File: config.mk
export PLATFORM = sky130hd
export DESIGN_NAME = dispatch_top
export DESIGN_NICKNAME = d
export VERILOG_FILES = /design/src/dispatch_pkg.sv /design/src/dispatch_intf.sv /design/src/dispatch_top.sv /design/src/fu_status_table.sv /design/src/dispatch_control.sv /design/src/reg_status_table.sv /design/src/instr_decode.sv
export SDC_FILE = /design/constraint.sdc
export NUM_CORES = 1
export LEC_CHECK = 0
export ABC_CLOCK_PERIOD_IN_PS = 6160
export BUFFER_PORTS_ARGS = -buffer_cell sky130_fd_sc_hd__clkbuf_2
export CORE_MARGIN = 1.5
export CORE_UTILIZATION = 45
export CTS_BUF_LIST = sky130_fd_sc_hd__clkbuf_4 sky130_fd_sc_hd__clkbuf_8
export DETAILED_ROUTE_END_ITERATION = 16
export GPL_ROUTABILITY_DRIVEN = 0
export PLACE_DENSITY = 0.73
export SLEW_MARGIN = 20
export SYNTH_ARGS = -nofsm -noshare
export SYNTH_HDL_FRONTEND = slang
export SYNTH_SLANG_ARGS = --single-unit
File: constraint.sdc
create_clock -name CLK -period 6.16 [get_ports CLK]
set_input_delay 1.232 -clock CLK [delete_from_list [all_inputs] [get_ports CLK]]
set_output_delay 1.232 -clock CLK [all_outputs]
set_load 0.02 [all_outputs]
File: src/dispatch_pkg.sv
package dispatch_pkg;

    // ISA widths
    localparam int WORD_W   = 32;
    localparam int REG_W    = 5;
    localparam int NUM_REGS = 32;

    // execution units behind dispatch
    localparam int NUM_FU = 2;

    // opcodes handled by decode
    localparam logic [6:0] OPC_OP     = 7'b0110011;
    localparam logic [6:0] OPC_OP_IMM = 7'b0010011;
    localparam logic [6:0] OPC_LOAD   = 7'b0000011;
    localparam logic [6:0] OPC_STORE  = 7'b0100011;

    typedef logic [REG_W-1:0] reg_idx_t;

    // a tag names the unit that will produce the value
    typedef logic [1:0] tag_t;

    localparam tag_t TAG_NONE = 2'd0;
    localparam tag_t TAG_ALU  = 2'd1;
    localparam tag_t TAG_LDST = 2'd2;

    // codes line up with the tags above
    typedef enum logic [1:0] {
        FU_NONE = 2'd0,
        FU_ALU  = 2'd1,
        FU_LDST = 2'd2
    } fu_t;

    // {funct7[5], funct3}; for load/store {is_store, funct3}
    typedef logic [3:0] alu_op_t;

    typedef struct packed {
        logic              busy;
        reg_idx_t          rd;
        reg_idx_t          rs1;
        reg_idx_t          rs2;
        tag_t              t1;
        tag_t              t2;
        logic              i_flag;
        logic [WORD_W-1:0] imm;
        alu_op_t           op;
    } fust_entry_t;

endpackage
File: src/dispatch_intf.sv
`timescale 1ns/100ps

// decoded fields of the current instruction
interface decode_if;
    dispatch_pkg::fu_t               fu;
    dispatch_pkg::reg_idx_t          rd;
    dispatch_pkg::reg_idx_t          rs1;
    dispatch_pkg::reg_idx_t          rs2;
    logic                            reg_write;
    logic [dispatch_pkg::WORD_W-1:0] imm;
    logic                            i_flag;
    dispatch_pkg::alu_op_t           op;

    modport src (
        output fu, rd, rs1, rs2, reg_write, imm, i_flag, op
    );

    modport dst (
        input fu, rd, rs1, rs2, reg_write, imm, i_flag, op
    );
endinterface

// register status table, dispatch write plus three lookups
interface rst_if;
    logic                   di_write;
    dispatch_pkg::reg_idx_t di_sel;
    dispatch_pkg::tag_t     di_tag;
    dispatch_pkg::reg_idx_t rs1_sel;
    dispatch_pkg::reg_idx_t rs2_sel;
    dispatch_pkg::reg_idx_t rd_sel;
    dispatch_pkg::tag_t     rs1_tag;
    dispatch_pkg::tag_t     rs2_tag;
    logic                   rd_busy;

    modport ctrl (
        output di_write, di_sel, di_tag, rs1_sel, rs2_sel, rd_sel,
        input  rs1_tag, rs2_tag, rd_busy
    );

    modport tbl (
        input  di_write, di_sel, di_tag, rs1_sel, rs2_sel, rd_sel,
        output rs1_tag, rs2_tag, rd_busy
    );
endinterface

// function-unit status table load port
interface fust_if;
    logic                      en;
    dispatch_pkg::fu_t         fu;
    dispatch_pkg::fust_entry_t entry;
    logic                      alu_busy;
    logic                      ldst_busy;

    modport ctrl (
        output en, fu, entry,
        input  alu_busy, ldst_busy
    );

    modport tbl (
        input  en, fu, entry,
        output alu_busy, ldst_busy
    );
endinterface

File: src/dispatch_top.sv
`timescale 1ns/100ps

module dispatch_top (
    input  logic                            CLK,
    input  logic                            nRST,
    input  logic [dispatch_pkg::WORD_W-1:0] instr,
    input  logic                            flush,
    input  logic                            wb_en,
    input  dispatch_pkg::reg_idx_t          wb_rd,
    input  dispatch_pkg::tag_t              wb_tag,
    output logic                            freeze,
    output logic                            alu_busy,
    output logic                            alu_ready,
    output dispatch_pkg::reg_idx_t          alu_rd,
    output logic                            ldst_busy,
    output logic                            ldst_ready,
    output dispatch_pkg::reg_idx_t          ldst_rd
);

    decode_if dec_bus ();
    rst_if    rst_bus ();
    fust_if   fust_bus ();

    instr_decode i_instr_decode (
        .instr (instr),
        .dec   (dec_bus)
    );

    dispatch_control i_dispatch_control (
        .dec    (dec_bus),
        .rst    (rst_bus),
        .fust   (fust_bus),
        .flush  (flush),
        .freeze (freeze)
    );

    reg_status_table i_reg_status_table (
        .CLK    (CLK),
        .nRST   (nRST),
        .rst    (rst_bus),
        .wb_en  (wb_en),
        .wb_rd  (wb_rd),
        .wb_tag (wb_tag)
    );

    fu_status_table i_fu_status_table (
        .CLK        (CLK),
        .nRST       (nRST),
        .fust       (fust_bus),
        .wb_en      (wb_en),
        .wb_rd      (wb_rd),
        .wb_tag     (wb_tag),
        .alu_busy   (alu_busy),
        .alu_ready  (alu_ready),
        .alu_rd     (alu_rd),
        .ldst_busy  (ldst_busy),
        .ldst_ready (ldst_ready),
        .ldst_rd    (ldst_rd)
    );

endmodule

File: src/fu_status_table.sv
`timescale 1ns/100ps

module fu_status_table (
    input  logic                   CLK,
    input  logic                   nRST,
    fust_if.tbl                    fust,
    input  logic                   wb_en,
    input  dispatch_pkg::reg_idx_t wb_rd,
    input  dispatch_pkg::tag_t     wb_tag,
    output logic                   alu_busy,
    output logic                   alu_ready,
    output dispatch_pkg::reg_idx_t alu_rd,
    output logic                   ldst_busy,
    output logic                   ldst_ready,
    output dispatch_pkg::reg_idx_t ldst_rd
);

    // slot 0 is the ALU, slot 1 the load/store unit
    logic                   busy_v  [dispatch_pkg::NUM_FU];
    logic                   ready_v [dispatch_pkg::NUM_FU];
    dispatch_pkg::reg_idx_t rd_v    [dispatch_pkg::NUM_FU];

    for (genvar u = 0; u < dispatch_pkg::NUM_FU; u++) begin : g_unit
        // unit code and tag are the slot index plus one
        localparam dispatch_pkg::tag_t OWN = dispatch_pkg::tag_t'(u + 1);

        dispatch_pkg::fust_entry_t ent;
        dispatch_pkg::fust_entry_t nxt;
        logic                      load;

        assign load = fust.en && (dispatch_pkg::tag_t'(fust.fu) == OWN);

        always_comb begin
            nxt = ent;
            if (wb_en) begin
                // wakeup on matching producer and register
                if (ent.t1 == wb_tag && ent.rs1 == wb_rd) begin
                    nxt.t1 = dispatch_pkg::TAG_NONE;
                end
                if (ent.t2 == wb_tag && ent.rs2 == wb_rd) begin
                    nxt.t2 = dispatch_pkg::TAG_NONE;
                end
                // this unit finished its own instruction
                if (wb_tag == OWN) begin
                    nxt.busy = 1'b0;
                end
            end
            if (load) begin
                nxt = fust.entry;
            end
        end

        always_ff @(posedge CLK, negedge nRST) begin
            if (!nRST) begin
                ent <= '0;
            end else begin
                ent <= nxt;
            end
        end

        assign busy_v[u]  = ent.busy;
        assign ready_v[u] = ent.busy && ent.t1 == dispatch_pkg::TAG_NONE
                            && ent.t2 == dispatch_pkg::TAG_NONE;
        assign rd_v[u]    = ent.rd;
    end

    assign alu_busy   = busy_v[0];
    assign alu_ready  = ready_v[0];
    assign alu_rd     = rd_v[0];
    assign ldst_busy  = busy_v[1];
    assign ldst_ready = ready_v[1];
    assign ldst_rd    = rd_v[1];

    // busy back to dispatch for the structural check
    assign fust.alu_busy  = busy_v[0];
    assign fust.ldst_busy = busy_v[1];

endmodule

File: src/dispatch_control.sv
`timescale 1ns/100ps

module dispatch_control (
    decode_if.dst  dec,
    rst_if.ctrl    rst,
    fust_if.ctrl   fust,
    input  logic   flush,
    output logic   freeze
);

    logic struct_hazard;
    logic waw_hazard;
    logic go;

    // structural hazard uses stored busy, a completing unit frees next cycle
    always_comb begin
        case (dec.fu)
            dispatch_pkg::FU_ALU:  struct_hazard = fust.alu_busy;
            dispatch_pkg::FU_LDST: struct_hazard = fust.ldst_busy;
            default:               struct_hazard = 1'b0;
        endcase
    end

    // destination still pending from an earlier producer
    assign waw_hazard = dec.reg_write && rst.rd_busy;

    assign freeze = struct_hazard || waw_hazard;

    // bubbles never dispatch
    assign go = (dec.fu != dispatch_pkg::FU_NONE) && !freeze && !flush;

    // register status table side
    assign rst.rs1_sel  = dec.rs1;
    assign rst.rs2_sel  = dec.rs2;
    assign rst.rd_sel   = dec.rd;
    assign rst.di_write = go && dec.reg_write;
    assign rst.di_sel   = dec.rd;
    assign rst.di_tag   = dispatch_pkg::tag_t'(dec.fu);

    // FU status table side
    assign fust.en = go;
    assign fust.fu = dec.fu;

    always_comb begin
        fust.entry        = '0;
        fust.entry.busy   = 1'b1;
        fust.entry.rd     = dec.rd;
        fust.entry.rs1    = dec.rs1;
        fust.entry.rs2    = dec.rs2;
        // tags already bypassed against this cycle's writeback
        fust.entry.t1     = rst.rs1_tag;
        fust.entry.t2     = rst.rs2_tag;
        fust.entry.i_flag = dec.i_flag;
        fust.entry.imm    = dec.imm;
        fust.entry.op     = dec.op;
    end

endmodule

File: src/reg_status_table.sv
`timescale 1ns/100ps

module reg_status_table (
    input  logic                   CLK,
    input  logic                   nRST,
    rst_if.tbl                     rst,
    input  logic                   wb_en,
    input  dispatch_pkg::reg_idx_t wb_rd,
    input  dispatch_pkg::tag_t     wb_tag
);

    logic [dispatch_pkg::NUM_REGS-1:0] busy;
    dispatch_pkg::tag_t                tag [dispatch_pkg::NUM_REGS];

    always_ff @(posedge CLK, negedge nRST) begin
        if (!nRST) begin
            busy <= '0;
            for (int i = 0; i < dispatch_pkg::NUM_REGS; i++) begin
                tag[i] <= dispatch_pkg::TAG_NONE;
            end
        end else begin
            // completion only frees the register if it is still ours
            if (wb_en && tag[wb_rd] == wb_tag) begin
                busy[wb_rd] <= 1'b0;
                tag[wb_rd]  <= dispatch_pkg::TAG_NONE;
            end
            // new producer wins over a same-cycle completion, x0 never tracked
            if (rst.di_write && rst.di_sel != '0) begin
                busy[rst.di_sel] <= 1'b1;
                tag[rst.di_sel]  <= rst.di_tag;
            end
        end
    end

    // source lookups with writeback bypass
    always_comb begin
        rst.rs1_tag = busy[rst.rs1_sel] ? tag[rst.rs1_sel] : dispatch_pkg::TAG_NONE;
        if (wb_en && wb_rd == rst.rs1_sel && wb_tag == rst.rs1_tag) begin
            rst.rs1_tag = dispatch_pkg::TAG_NONE;
        end

        rst.rs2_tag = busy[rst.rs2_sel] ? tag[rst.rs2_sel] : dispatch_pkg::TAG_NONE;
        if (wb_en && wb_rd == rst.rs2_sel && wb_tag == rst.rs2_tag) begin
            rst.rs2_tag = dispatch_pkg::TAG_NONE;
        end
    end

    // stored state only, so WAW holds until the edge that clears it
    assign rst.rd_busy = busy[rst.rd_sel];

endmodule

File: src/instr_decode.sv
`timescale 1ns/100ps

module instr_decode (
    input  logic [dispatch_pkg::WORD_W-1:0] instr,
    decode_if.src                           dec
);

    logic [6:0]                      opcode;
    logic [2:0]                      funct3;
    logic [dispatch_pkg::WORD_W-1:0] imm_i;
    logic [dispatch_pkg::WORD_W-1:0] imm_s;

    assign opcode = instr[6:0];
    assign funct3 = instr[14:12];

    // sign-extended immediates
    assign imm_i = {{(dispatch_pkg::WORD_W - 12){instr[31]}}, instr[31:20]};
    assign imm_s = {{(dispatch_pkg::WORD_W - 12){instr[31]}}, instr[31:25], instr[11:7]};

    always_comb begin
        dec.fu     = dispatch_pkg::FU_NONE;
        dec.rd     = '0;
        dec.rs1    = '0;
        dec.rs2    = '0;
        dec.imm    = '0;
        dec.i_flag = 1'b0;
        dec.op     = '0;

        case (opcode)
            dispatch_pkg::OPC_OP: begin
                dec.fu  = dispatch_pkg::FU_ALU;
                dec.rd  = instr[11:7];
                dec.rs1 = instr[19:15];
                dec.rs2 = instr[24:20];
                dec.op  = {instr[30], funct3};
            end
            dispatch_pkg::OPC_OP_IMM: begin
                dec.fu     = dispatch_pkg::FU_ALU;
                dec.rd     = instr[11:7];
                dec.rs1    = instr[19:15];
                dec.imm    = imm_i;
                dec.i_flag = 1'b1;
                // bit 30 only means something for shifts (srai vs srli)
                dec.op     = {(funct3[1:0] == 2'b01) ? instr[30] : 1'b0, funct3};
            end
            dispatch_pkg::OPC_LOAD: begin
                dec.fu     = dispatch_pkg::FU_LDST;
                dec.rd     = instr[11:7];
                dec.rs1    = instr[19:15];
                dec.imm    = imm_i;
                dec.i_flag = 1'b1;
                dec.op     = {1'b0, funct3};
            end
            dispatch_pkg::OPC_STORE: begin
                // no destination, rs2 carries the store data
                dec.fu     = dispatch_pkg::FU_LDST;
                dec.rs1    = instr[19:15];
                dec.rs2    = instr[24:20];
                dec.imm    = imm_s;
                dec.i_flag = 1'b1;
                dec.op     = {1'b1, funct3};
            end
            default: begin
                // anything else goes down as a bubble
                dec.fu = dispatch_pkg::FU_NONE;
            end
        endcase

        // stores already have rd zeroed, so only alu ops and loads remain
        dec.reg_write = (dec.fu != dispatch_pkg::FU_NONE) && (dec.rd != '0);
    end

endmodule

Word-level counts from Yosys, hierarchy flattened
Index checks and enable logic that the tools add are counted.

storage, ports and cells
  RAM bits = 0
  bits of input ports = 43
  memories = 0
  output and inout bits = 15
  memory bits (read-only) = 0
  register bits after elaboration = 210
  latch bits = 0

operators by class
  multiply operators = 0
  equality and inequality tests = 22
  shift operators = 0
  mux-type cells = 53
  reduce and logical (&&, ||, !) cells = 55
  $lt $le $gt $ge = 12
  divide/modulo/power cells = 0
  add/subtract/negate cells = 0
  bitwise operators = 9

operators by type and width
  operator                                                    number
  two-way mux 64 bit                                          2
  two-way mux 57 bit                                          2
  AND 64 bit                                                  1
  bitwise mux 64 bit                                          1
  two-way mux 32 bit                                          2
  NOT 64 bit                                                  1
  one-hot mux 32 bit (2 select lines)                         1
  AND 32 bit                                                  1
  two-way mux 2 bit                                           16
  NOT 32 bit                                                  1
  OR 32 bit                                                   1
  binary-select mux 2 bit (select 5 bit)                      3
  equality test 5 bit                                         6
  logical AND 1 bit                                           25
  greater-or-equal comparator 6 bit, second input constant    4
  less-than comparator 5 x 6 -> 1 bit, second input constant  4
  NOT 5 -> 6 bit                                              4
  demux 2 bit (select 5 bit)                                  2
  nonzero test 2 bit                                          9
  one-hot mux 4 bit (4 select lines)                          1
  binary-select mux 1 bit (select 5 bit)                      3
  two-way mux 5 bit                                           3
  equality test 2 bit                                         7
  equality test 7 x 6 -> 1 bit, second input constant         2
  other kinds (19)                                            49

Logic depth before layout (Yosys ltp)
  depth after elaboration = 13
  mapped depth = 15

Hierarchy
Synthesis repeated with hierarchy kept, for this count alone.

second synthesis, totals
  cells, all modules = 1027
  area total of the unflattened synthesis = 10371.2 sq um

by module, submodules not included
  module            cells each  instances  area an instance (sq um)
  reg_status_table  617         1          7066.8
  fu_status_table   237         1          2078.2
  dispatch_control  93          1          709.4
  instr_decode      80          1          516.7

Worst setup path before layout
No wires, ideal clock.

  kind = input port to flip-flop
  from = input instr[3] (netlist name)
  to = register i_fu_status_table.g_unit[0].ent[39] (netlist name)
  data arrival time = 4.684 ns
  stages = 14
  path slack = 1.348 ns
  required time = 6.032 ns
  path through = or3b_1 -> buf_6 -> clkbuf_1 -> or3_1 -> ha_1 -> nor2b_1 -> clkbuf_1 -> mux2i_1 -> a21oi_1 -> a21o_1 -> a211o_1 -> or4b_2 -> nand3b_1 -> o21ai_0

between the ends
  longest elaborated chain between the ends = 13

ends and longest elaborated chain
  element                                                      RTL line               RTL
  start, declared                                              dispatch_top.sv:6      input logic [dispatch_pkg::WORD_W-1:0] instr,
  branches (longest 13 deep; another with two-way mux 57 bit)  -
  end signal, assigned                                         fu_status_table.sv:57  ent <= nxt;
  end, declared                                                fu_status_table.sv:27  dispatch_pkg::fust_entry_t ent;

Parallel ways; which one is timed is not known. The select of a mux whose other input is x is not followed.
A chain may end at the register's enable or synchronous reset.

Final worst setup path
  from = input instr[3] (netlist name)
  to = register i_fu_status_table.g_unit[0].ent[40] (netlist name)

The elaborated chain is that of the path after synthesis.

==> results_dict.tcl <==
set metrics [dict create \
    ys_top_cells_by_area "dfrtp_1 35%, mux2i_1 12%, o31ai_1 7.1%" \
    synth_fp_nets 1088 \
    wirelength_mm 34.0 \
    cts_resized 0 \
    total_power_mw 1.93 \
    cts_setup_buffers 0 \
    synthFlopType "dfrtp_1" \
    dp_cells 1279 \
    yosys.area.top_type "dfrtp_1" \
    async_flop_share 1.00 \
    p_int_mw 1.34 \
    clock-sinks 136 \
    antennaDiodeCount 0 \
    worstMarginPinSlew_ps 1020 \
    period_share 0.824 \
    clock_latency_ps 470 \
    pwr-share-comb 0.128 \
    synth.most_common_cell "dfrtp_1" \
    cts-hold-fix-buffers 0 \
    power_leakage_nw 4.36 \
    fin_cells 1311 \
    p_seq_frac 0.466 \
    synthCells 1042 \
    status "complete, no violations" \
    path_clk_slew_ps 90 \
    hold_viol 0 \
    synth_area_mm2 0.00969 \
    start_util 0.459 \
    firstDrtPassIters 6 \
    design.die.area_mm2 0.0224 \
    cts.htree.levels 4 \
    worst-setup-path-type "in -> reg" \
    dr.first_iter.drc_count 1411 \
    final_nets 1069 \
    critical_path.endpoint_type "flip-flop" \
    die_w_um 150 \
    whs_ps 485 \
    clock.fmax_mhz 197 \
    drc 0 \
    synth_cell_types 77 \
    ant_nets 0 \
    critPathRequiredTime_ps 6460 \
    groute.usage.overall 0.311 \
    cp.arrival_ps 5380 \
    num_vias 9302 \
    area_growth_pct 7.27 \
    grt_pass1_wl_mm 52.3 \
    grt_max_degree 85 \
    seq_area_frac_synth 0.351 \
    die-height_um 150 \
    grt_setup_unrepaired "false" \
    dpl.hpwl_mm 23.4 \
    ir_drop_mv 0.119 \
    fin_util 0.493 \
    numCtsBuffers 17 \
    post-route-min-period_ps 5070 \
    clockRootBuffer "clkbuf_8" \
    yosysWarningCount 0 \
    switching_power_uw 593 \
    clockBufferDepth 2 \
    final_layout_size_suffix_gt1_frac 0.162 \
    startpoint_type "input port" \
    design.portCount 58 \
    core_mm2 0.0211 \
    clkPwrFrac 0.406 \
    synthTopCellsByCount "136 x dfrtp_1, 120 x mux2i_1, 91 x nand2_1, 91 x o31ai_1, 68 x clkbuf_1" \
    switching_share 0.307 \
    hold_path_class "reg -> reg" \
    tns_ps 0 \
    rows 53 \
    cp_max_fo 20 \
    via_per_inst 7.10 \
    cts_tree "done" \
    grt_pass1_vias 8900 \
    syn_avg_cell_area_um2 9.30 \
    grt-ovfl-total 0 \
    io_buffers 47 \
    fin_worst_skew_ps 20.1 \
    relSlewSlack 0.316 \
    drv_cap 0 \
    setup_viol 0 \
    antenna_found_initial 0 \
    synth_edf_count 0 \
    maxSlewViolCount 0 \
    ys_ff_latch 136 \
    post_drt_wl_per_cell_um 25.9 \
    p_per_area_mw_per_mm2 186 \
    synth.top_cell.area_share 0.351 \
]
power by group through the flow:
stage / clock network (mW) / registers [mW] / logic (mW)
global route: 0.829 / 0.901 / 0.260
finish: 0.785 / 0.900 / 0.247
detailed placement: 0 / 0.918 / 0.237
CTS: 0.792 / 0.900 / 0.237
global placement: 0 / 0.918 / 0.235
floorplan: 0 / 0.917 / 0.151
flip-flops by register name, summed over array words and instances (netlist names):
register,cells
i_fu_status_table.alu_rd,5
i_fu_status_table.alu_busy,1
i_fu_status_table.g_unit.ent,28
i_reg_status_table.tag,64
i_fu_status_table.ldst_rd,5
i_reg_status_table.busy,32
i_fu_status_table.fust.ldst_busy,1
worst max-delay path, stage by stage:
cell and delay [ps]:
clkbuf_2 90, or3b_1 430, or3_1 450, ha_1 350, buf_4 270, nor2b_2 460
buf_4 330, mux4_2 320, a311oi_1 370, nor3_1 120, nand3_1 190, xnor2_1 90
o41ai_1 510, o21ai_0 140
stage by stage:
step	worst slack, ps	area, µm²
finish	1090	10400
floorplan	1350	9690
detailed placement	778	9980
CTS	1270	10400
global route	893	10400
global placement	848	9980
layout by cell type (no fill, tap or decap), types with 7 or more instances in the layout:
cell type	instances
a21oi_1	11
inv_1	13
a221oi_1	11
nor3_1	25
o21ai_0	62
dfrtp_1	136
nand2b_1	11
nor4_1	7
mux2_2	24
o22ai_1	22
nor2b_1	11
xnor2_1	28
nand3_1	25
clkbuf_2	46
a31oi_1	9
o31ai_1	91
nand3b_1	11
nand4_1	14
nor2_1	49
xor2_1	13
buf_4	22
nor2_2	7
or3_1	10
mux2i_1	120
mux4_2	13
clkbuf_8	17
nand2_1	90
final timing paths:
path                                             start                                   to  cells after the start  slack, ps
setup / recovery                              instr[3]  i_fu_status_table.g_unit[0].ent[40]                     14       1090
hold / removal             i_fu_status_table.alu_rd[0]          i_fu_status_table.alu_rd[0]                      2        490
setup reg to reg           i_reg_status_table.busy[15]           i_reg_status_table.tag[40]                      9       2680
hold reg to reg            i_fu_status_table.alu_rd[0]          i_fu_status_table.alu_rd[0]                      2        490
max in group asynchronous                         nRST           i_reg_status_table.tag[15]                      2       4100
min in group asynchronous                         nRST          i_fu_status_table.alu_rd[3]                      1        810
cells by family (layout without fill, tap and decap cells):
group | Yosys count | in the layout | synth area share
fa+ha+maj | 3 | 3 | 0.00387
xor+xnor | 41 | 41 | 0.0371
mux | 157 | 157 | 0.182
simple gates | 311 | 311 | 0.172
compound gates | 274 | 274 | 0.201
buf+inv | 120 | 114 | 0.0535
flops | 136 | 136 | 0.351
cell type report:
type                       instances  area, µm²
sequential                       136       3400
fill                            2006      10700
tap                              275        344
multi-input combinational        786       5780
clock inverter                    14        164
timing repair buffer              69        407
inverter                          13       48.8
clock buffer                      18        241
per-layer routing:
layer | vias up | track usage | wire (µm)
met5 | - | 0 | 0
met4 | 0 | 0.174 | 1860
met3 | 158 | 0.0723 | 4330
met2 | 755 | 0.459 | 14700
met1 | 4487 | 0.419 | 13100
li1 | 3902 | - | -
(Power assumes the default switching activity.)
